### src/ig_flow_pkg.sv
package ig_flow_pkg;

    // --------------------
    // gradient word layout
    // --------------------
    localparam int GRAD_W = 10;

    // signed difference of two pixels, -255..255
    typedef logic signed [GRAD_W-1:0] grad_comp_t;

    // gx in the upper half, gy in the lower half
    typedef logic [2*GRAD_W-1:0] grad_word_t;

    // --------------------
    // pixel FIFO and credit sizing
    // --------------------
    localparam int FIFO_DEPTH = 4;
    localparam int FIFO_AW    = $clog2(FIFO_DEPTH);

    typedef logic [FIFO_AW-1:0] fifo_ptr_t;

    // holds 0..FIFO_DEPTH, also used for FIFO occupancy
    typedef logic [$clog2(FIFO_DEPTH+1)-1:0] credit_t;

endpackage

### src/ig_geom_pkg.sv
package ig_geom_pkg;

    // --------------------
    // image geometry, fixed by the external memories
    // --------------------
    localparam int IMG_W = 256;
    localparam int IMG_H = 256;

    // one read per pixel
    localparam int PIX_COUNT = IMG_W * IMG_H;

    // last column and last row have no forward neighbour
    localparam int OUT_COUNT = (IMG_W - 1) * (IMG_H - 1);

    // --------------------
    // pixel and address types
    // --------------------
    typedef logic [7:0] pixel_t;

    // linear address y*256+x, same layout in both memories
    typedef logic [15:0] pix_addr_t;

    // column or row index
    typedef logic [7:0] coord_t;

endpackage
### src/ig.sv
`timescale 1ns/1ps

module ig
    import ig_geom_pkg::*;
    import ig_flow_pkg::*;
(
    input  logic       clk,
    input  logic       reset,
    input  pixel_t     img_di,
    input  logic       grad_wait,
    output logic       done,
    output logic       img_rd,
    output pix_addr_t  img_addr,
    output logic       grad_wr,
    output pix_addr_t  grad_addr,
    output grad_word_t grad_do
);

    // credit loop
    logic credit_return;

    // FIFO to engine
    logic   pix_valid;
    logic   pix_pop;
    pixel_t pix_data;

    // engine to writer
    logic       res_valid;
    logic       res_ready;
    grad_word_t res_data;
    pix_addr_t  res_addr;

    // --------------------
    // image side
    // --------------------
    pixel_fetch fetch_i (
        .clk           (clk),
        .reset         (reset),
        .credit_return (credit_return),
        .img_rd        (img_rd),
        .img_addr      (img_addr)
    );

    pixel_fifo fifo_i (
        .clk           (clk),
        .reset         (reset),
        .img_rd        (img_rd),
        .img_di        (img_di),
        .pix_pop       (pix_pop),
        .pix_valid     (pix_valid),
        .pix_data      (pix_data),
        .credit_return (credit_return)
    );

    // --------------------
    // gradient side
    // --------------------
    grad_engine engine_i (
        .clk       (clk),
        .reset     (reset),
        .pix_valid (pix_valid),
        .pix_data  (pix_data),
        .res_ready (res_ready),
        .pix_pop   (pix_pop),
        .res_valid (res_valid),
        .res_data  (res_data),
        .res_addr  (res_addr)
    );

    grad_writer writer_i (
        .clk       (clk),
        .reset     (reset),
        .res_valid (res_valid),
        .res_data  (res_data),
        .res_addr  (res_addr),
        .grad_wait (grad_wait),
        .res_ready (res_ready),
        .grad_wr   (grad_wr),
        .grad_addr (grad_addr),
        .grad_do   (grad_do),
        .done      (done)
    );

endmodule

### src/grad_writer.sv
`timescale 1ns/1ps

module grad_writer
    import ig_geom_pkg::*;
    import ig_flow_pkg::*;
(
    input  logic       clk,
    input  logic       reset,
    input  logic       res_valid,
    input  grad_word_t res_data,
    input  pix_addr_t  res_addr,
    input  logic       grad_wait,
    output logic       res_ready,
    output logic       grad_wr,
    output pix_addr_t  grad_addr,
    output grad_word_t grad_do,
    output logic       done
);

    logic accept;
    logic load;

    // number of writes the memory has taken so far
    logic [$clog2(OUT_COUNT+1)-1:0] wr_count;

    // memory takes the held word on an edge without wait
    assign accept = grad_wr && !grad_wait;

    // slot is free, or frees up on this edge
    assign res_ready = !grad_wr || accept;
    assign load      = res_valid && res_ready;

    // --------------------
    // write strobe, count and done
    // --------------------
    always_ff @(posedge clk) begin
        if (reset) begin
            grad_wr  <= 1'b0;
            wr_count <= '0;
            done     <= 1'b0;
        end else begin
            if (load) begin
                grad_wr <= 1'b1;
            end else if (accept) begin
                grad_wr <= 1'b0;
            end

            if (accept) begin
                wr_count <= wr_count + 1'b1;
            end

            // sticky until the next reset
            if (wr_count == OUT_COUNT) begin
                done <= 1'b1;
            end
        end
    end

    // held word, stays put on the port while grad_wait is high
    always_ff @(posedge clk) begin
        if (load) begin
            grad_addr <= res_addr;
            grad_do   <= res_data;
        end
    end

endmodule

### src/grad_engine.sv
`timescale 1ns/1ps

module grad_engine
    import ig_geom_pkg::*;
    import ig_flow_pkg::*;
(
    input  logic       clk,
    input  logic       reset,
    input  logic       pix_valid,
    input  pixel_t     pix_data,
    input  logic       res_ready,
    output logic       pix_pop,
    output logic       res_valid,
    output grad_word_t res_data,
    output pix_addr_t  res_addr
);

    // previous row, overwritten pixel by pixel as the new row streams in
    pixel_t line_buf [IMG_W];

    // position of the incoming pixel
    coord_t col;
    coord_t row;
    coord_t col_next;

    pixel_t     above;
    pixel_t     above_right;
    grad_comp_t gx;
    grad_comp_t gy;
    logic       last_col;
    logic       emit;

    // --------------------
    // handshake
    // --------------------

    // take a pixel only when the output register is free or is draining now
    assign pix_pop = pix_valid && (!res_valid || res_ready);

    assign col_next = col + 1'b1;
    assign last_col = (col == coord_t'(IMG_W - 1));

    // row 0 and column 255 only refill the line buffer
    assign emit = pix_pop && (row != '0) && !last_col;

    // --------------------
    // difference stage
    // --------------------

    // buf[x+1] still holds row y since it is overwritten later in the row
    assign above       = line_buf[col];
    assign above_right = line_buf[col_next];

    // zero-extend to 10 bits before subtracting so the sign survives
    assign gx = grad_comp_t'({2'b00, above_right}) - grad_comp_t'({2'b00, above});
    assign gy = grad_comp_t'({2'b00, pix_data}) - grad_comp_t'({2'b00, above});

    // --------------------
    // position counters and result valid
    // --------------------
    always_ff @(posedge clk) begin
        if (reset) begin
            col       <= '0;
            row       <= '0;
            res_valid <= 1'b0;
        end else begin
            if (pix_pop) begin
                col <= col_next;
                if (last_col) begin
                    row <= row + 1'b1;
                end
            end

            if (emit) begin
                res_valid <= 1'b1;
            end else if (res_ready) begin
                res_valid <= 1'b0;
            end
        end
    end

    // line buffer refill
    always_ff @(posedge clk) begin
        if (pix_pop) begin
            line_buf[col] <= pix_data;
        end
    end

    // result register
    // result belongs to the row above the incoming pixel
    always_ff @(posedge clk) begin
        if (emit) begin
            res_data <= {gx, gy};
            res_addr <= {coord_t'(row - 1'b1), col};
        end
    end

endmodule

### src/pixel_fifo.sv
`timescale 1ns/1ps

module pixel_fifo
    import ig_geom_pkg::*;
    import ig_flow_pkg::*;
(
    input  logic   clk,
    input  logic   reset,
    input  logic   img_rd,
    input  pixel_t img_di,
    input  logic   pix_pop,
    output logic   pix_valid,
    output pixel_t pix_data,
    output logic   credit_return
);

    pixel_t    fifo_mem [FIFO_DEPTH];
    fifo_ptr_t wr_ptr;
    fifo_ptr_t rd_ptr;
    credit_t   count;
    logic      push;
    logic      pop;

    assign pix_valid = (count != '0);
    assign pix_data  = fifo_mem[rd_ptr];
    assign pop       = pix_pop && pix_valid;

    // --------------------
    // pointers and occupancy
    // --------------------
    always_ff @(posedge clk) begin
        if (reset) begin
            push          <= 1'b0;
            wr_ptr        <= '0;
            rd_ptr        <= '0;
            count         <= '0;
            credit_return <= 1'b0;
        end else begin
            // image memory answers one cycle after the read strobe
            push          <= img_rd;
            credit_return <= pop;

            if (push) begin
                wr_ptr <= wr_ptr + 1'b1;
            end
            if (pop) begin
                rd_ptr <= rd_ptr + 1'b1;
            end

            case ({push, pop})
                2'b10:   count <= count + 1'b1;
                2'b01:   count <= count - 1'b1;
                default: count <= count;
            endcase
        end
    end

    // storage
    // credits keep the writer from ever running into a full FIFO
    always_ff @(posedge clk) begin
        if (push) begin
            fifo_mem[wr_ptr] <= img_di;
        end
    end

endmodule

### src/pixel_fetch.sv
`timescale 1ns/1ps

module pixel_fetch
    import ig_geom_pkg::*;
    import ig_flow_pkg::*;
(
    input  logic      clk,
    input  logic      reset,
    input  logic      credit_return,
    output logic      img_rd,
    output pix_addr_t img_addr
);

    credit_t credits;
    credit_t credits_avail;
    logic    fetch_done;
    logic    last_rd;
    logic    issue;

    // a credit handed back this cycle can be spent right away
    assign credits_avail = credits + credit_t'(credit_return);

    // final pixel of the image is being read in this cycle
    assign last_rd = img_rd && (img_addr == pix_addr_t'(PIX_COUNT - 1));

    assign issue = (credits_avail != '0) && !fetch_done && !last_rd;

    // --------------------
    // read strobe, address and credit count
    // --------------------
    always_ff @(posedge clk) begin
        if (reset) begin
            credits    <= credit_t'(FIFO_DEPTH);
            fetch_done <= 1'b0;
            img_rd     <= 1'b0;
            img_addr   <= '0;
        end else begin
            // spend and return can happen in the same cycle
            credits <= credits_avail - credit_t'(issue);
            img_rd  <= issue;

            // step to the next raster position once a read has gone out
            if (img_rd) begin
                img_addr <= img_addr + 1'b1;
            end

            if (last_rd) begin
                fetch_done <= 1'b1;
            end
        end
    end

endmodule

### config.mk
export PLATFORM = sky130hd
export DESIGN_NAME = ig
export DESIGN_NICKNAME = d
export VERILOG_FILES = /design/src/ig_flow_pkg.sv /design/src/ig_geom_pkg.sv /design/src/ig.sv /design/src/grad_writer.sv /design/src/grad_engine.sv /design/src/pixel_fifo.sv /design/src/pixel_fetch.sv
export SDC_FILE = /design/constraint.sdc
export NUM_CORES = 2
export LEC_CHECK = 0
export ABC_CLOCK_PERIOD_IN_PS = 5800
export BUFFER_PORTS_ARGS = -buffer_cell sky130_fd_sc_hd__buf_4
export CAP_MARGIN = 20
export CORE_AREA = 8 8 515 517
export CTS_BUF_LIST = sky130_fd_sc_hd__clkbuf_2
export DETAILED_ROUTE_END_ITERATION = 6
export DIE_AREA = 0 0 523 525
export GPL_ROUTABILITY_DRIVEN = 0
export PLACE_DENSITY = 0.62
export SYNTH_ARGS = -nofsm -noshare
export SYNTH_HDL_FRONTEND = slang
export SYNTH_SLANG_ARGS = --single-unit
### constraint.sdc
create_clock -name clk -period 5.8 [get_ports clk]
set_input_delay 0.87 -clock clk [delete_from_list [all_inputs] [get_ports clk]]
set_output_delay 0.87 -clock clk [all_outputs]
set_load 0.01 [all_outputs]
==> results.json <==
{
  "cpPeakStageDelay_ns": 0.60,
  "nFillCells": 22068,
  "first_iter_violations": 7811,
  "ios": 66,
  "clockBufferDepth": 4,
  "worstPathArrival_ns": 7.27,
  "rsz0062_at_grt": "no",
  "synth_top_family_by_area": "multiplexers",
  "core_area_um2": 258000,
  "critPathTopFamily": "compound AO/OA/AOI/OAI gates",
  "multi_input_area_um2": 34400,
  "ys.flop_type": "edfxtp_1",
  "status": "completed",
  "critical_path.max_fanout": 21,
  "ys_types": 51,
  "synth_area_um2": 102000,
  "synth-simple-area-share": 0.0255,
  "grt_pass1_wl_um": 438000,
  "ir_worst_vdd_v": 0.000570,
  "clockRootBuffer": "clkbuf_2",
  "fmax_ghz": 0.176,
  "avgSynthCellArea_um2": 20.9,
  "yosysSeqAreaShare": 0.645,
  "fin_skew_ns": 0.236,
  "grt-ovfl-total": 0,
  "htree_levels": 6,
  "timing.final.crit_share": 0.980,
  "tns_ns": 0,
  "path_clk_slew_ns": 0.12,
  "cts_setup_buffers": 0,
  "grt_max_degree": 256,
  "drive_above_1_share": 0.435,
  "synthCells": 4900,
  "cts_tree": "built",
  "setup_slack_ns": 0.118,
  "clk-insertion-delay-late_ns": 1.95,
  "maxSlewHeadroom": 0.151,
  "synth_xor_area_frac": 0.00590,
  "synth_warnings": 0,
  "crit_chain": "inv_1, ha_4, buf_12, buf_12, buf_4, mux4_2, mux4_2, a22oi_1, nand2_1, a22oi_1, o221ai_1, ha_1, inv_1, o21bai_1, a21oi_1, xnor2_1",
  "drc_errors": 0,
  "grt_util_all_layers": 0.220,
  "worst_pin_slew_ns": 1.27,
  "final_nets": 5644,
  "syn_to_final_growth_pct": 11.5,
  "hold_viol": 0,
  "period_needed_ns": 5.68,
  "drv_slew": 0,
  "cp-start-kind": "flip-flop",
  "numCtsBuffers": 583,
  "vias": 57925,
  "die_area_um2": 275000,
  "synth_edf_count": 2148,
  "seq_area_um2": 66000,
  "firstDrtPassIters": 6,
  "wirelength_um": 310000,
  "die_h_um": 525,
  "antenna_found_initial": 16,
  "clock-sinks": 2223,
  "synth_nets": 4949,
  "critPathRequiredTime_ns": 7.39,
  "initial_core_util": 0.398,
  "die_w_um": 523,
  "p_leak_nw": 35.5,
  "crit_type": "reg -> reg",
  "min_path_type": "reg -> reg",
  "vias_per_cell": 6.16,
  "hpwl_um": 201000,
  "synthAdderAreaFrac": 0.00486,
  "instances_no_fill": 9402,
  "ys_ff_latch": 2223,
  "num_rows": 187,
  "wire_per_inst_um": 32.9,
  "post-place-ws_ns": 0.177,
  "port_buffers": 65,
  "asyncSetResetFlopFracSynth": 0,
  "cpMaxStageDelayCell": "a22oi_1",
  "muxShareOfSynthArea": 0.280,
  "path_buf_inv": 5,
  "detail-route-antenna-nets": 0,
  "powerDensity_nw_per_um2": 441,
  "critPathCaptureType": "flip-flop",
  "synth-compound-area-share": 0.0183,
  "grt_pass1_vias": 59275,
  "dp_cells": 8375,
  "cap_violations": 0,
  "finalSetupViolCount": 0,
  "p_total_w": 0.0503
}
## final cells by class
type / instances / share of cell area
Sequential cell: 2223 / 0.578
Multi-Input combinational cell: 2269 / 0.301
Timing Repair Buffer: 484 / 0.0389
Tap cell: 3402 / 0.0373
Clock buffer: 807 / 0.0354
Clock inverter: 171 / 0.00775
Inverter: 34 / 0.00112
Antenna cell: 12 / 0.000263
## Yosys cell counts (40+ instances only)
cell type	n	area share
a211oi_1	44	0.0032
buf_1	43	0.0016
nand2_1	80	0.0029
mux4_2	1247	0.27
a22oi_1	83	0.0061
xor2_1	41	0.0035
mux2i_1	46	0.0045
a21oi_1	62	0.0030
nand3_1	60	0.0029
nor2_1	336	0.012
edfxtp_1	2148	0.63
buf_6	40	0.0044
buf_2	156	0.0076
clkbuf_1	97	0.0036
nor2b_1	52	0.0032
dfxtp_1	75	0.015
## layout by cell type, fill, tap and decap left out, types with 7 or more instances in the layout
master	Yosys	routed
a211oi_1	44	44
a21oi_1	62	62
a221oi_1	18	17
a22o_1	16	16
a22oi_1	83	81
and2_1	10	10
and3_1	15	15
buf_12	1	47
buf_4	35	401
buf_6	40	7
bufinv_16	0	7
clkbuf_2	0	807
clkinv_1	0	114
clkinv_2	0	31
dfxtp_1	75	69
diode_2	0	12
dlygate4sd3_1	0	22
edfxtp_1	2148	2148
ha_1	35	34
inv_1	34	34
inv_2	0	15
mux2_2	7	7
mux2i_1	46	46
mux4_2	1247	1239
mux4_4	0	8
nand2_1	80	80
nand3_1	60	60
nand4_1	14	14
nor2_1	336	331
nor2b_1	52	49
o21ai_0	14	14
o221ai_1	7	7
or3_1	10	10
xnor2_1	28	27
xor2_1	41	40
## what timing repair did
action / CTS / global route
hold endpoints to repair: 143 / 0
resized for setup: 0 / 5
setup endpoints to repair: 0 / 3
hold buffers: 23 / 0
## kinds of logic (layout without fill, tap and decap cells)
logic type | Yosys count | in the layout
AO/OA/AOI/OAI | 268 | 268
XOR/XNOR | 69 | 69
adder cells (fa/ha/maj) | 38 | 38
buffers and inverters | 408 | 1496
flip-flops | 2223 | 2223
multiplexers | 1300 | 1300
other | 0 | 12
AND/OR/NAND/NOR | 594 | 594
## stage by stage
step	instance area (um2)	hold WS [ns]	utilization
after global routing	114000	0.283	0.443
after detailed placement	109000	0.405	0.422
after floorplan	102000	0.400	-
after global placement	109000	0.404	0.422
final	114000	0.272	0.443
after CTS	114000	0.114	0.442
## worst paths after layout
kind	from	end	slack [ns]	cells after the start
max reg2reg	engine_i.col[0]$_SDFFE_PP0P_	engine_i.res_data[17]$_DFFE_PP_	0.12	16
min reg2reg	engine_i.res_data[13]$_DFFE_PP_	writer_i.grad_do[13]$_DFFE_PP_	0.27	0
min	engine_i.res_data[13]$_DFFE_PP_	writer_i.grad_do[13]$_DFFE_PP_	0.27	0
max	engine_i.col[0]$_SDFFE_PP0P_	engine_i.res_data[17]$_DFFE_PP_	0.12	16
## per-layer routing
| layer | up-vias | track usage | part of all wire |
|---|---|---|---|
| li1 | 22976 | - | - |
| met1 | 30744 | 0.292 | 0.38 |
| met2 | 3554 | 0.337 | 0.47 |
| met3 | 637 | 0.0710 | 0.11 |
| met4 | 14 | 0.0912 | 0.040 |
| met5 | - | 0 | 0.00030 |
## sequential cells by signal, summed over array words and instances (netlist names), 2 cells and up, named ones only
signal / flops
writer_i.grad_do: 18
engine_i.line_buf: 2048
fetch_i.credits: 3
engine_i.res_data: 18
fetch_i.img_addr: 16
fifo_i.wr_ptr: 2
engine_i.res_addr: 16
engine_i.row: 8
writer_i.wr_count: 16
fifo_i.fifo_mem: 32
engine_i.col: 8
fifo_i.rd_ptr: 2
writer_i.grad_addr: 16
fifo_i.count: 3
## worst register-to-register path: stages, from the launching register on
cell and delay [ns]:
dfxtp_4 0.47, inv_1 0.12, ha_4 0.46, buf_12 0.26
buf_12 0.29, buf_4 0.30, mux4_2 0.55, mux4_2 0.47
a22oi_1 0.52, nand2_1 0.23, a22oi_1 0.60, o221ai_1 0.26
ha_1 0.40, inv_1 0.06, o21bai_1 0.16, a21oi_1 0.10
xnor2_1 0.13
## where the power goes
| group | internal (W) | switching (W) | leakage [nW] |
|---|---|---|---|
| registers | 0.0198 | 0.000199 | 19.9 |
| logic | 0.00900 | 0.0108 | 11.8 |
| clock network | 0.00405 | 0.00654 | 3.83 |
| total | 0.0328 | 0.0175 | 35.5 |
Note: power is estimated with default switching activity, not from simulation.
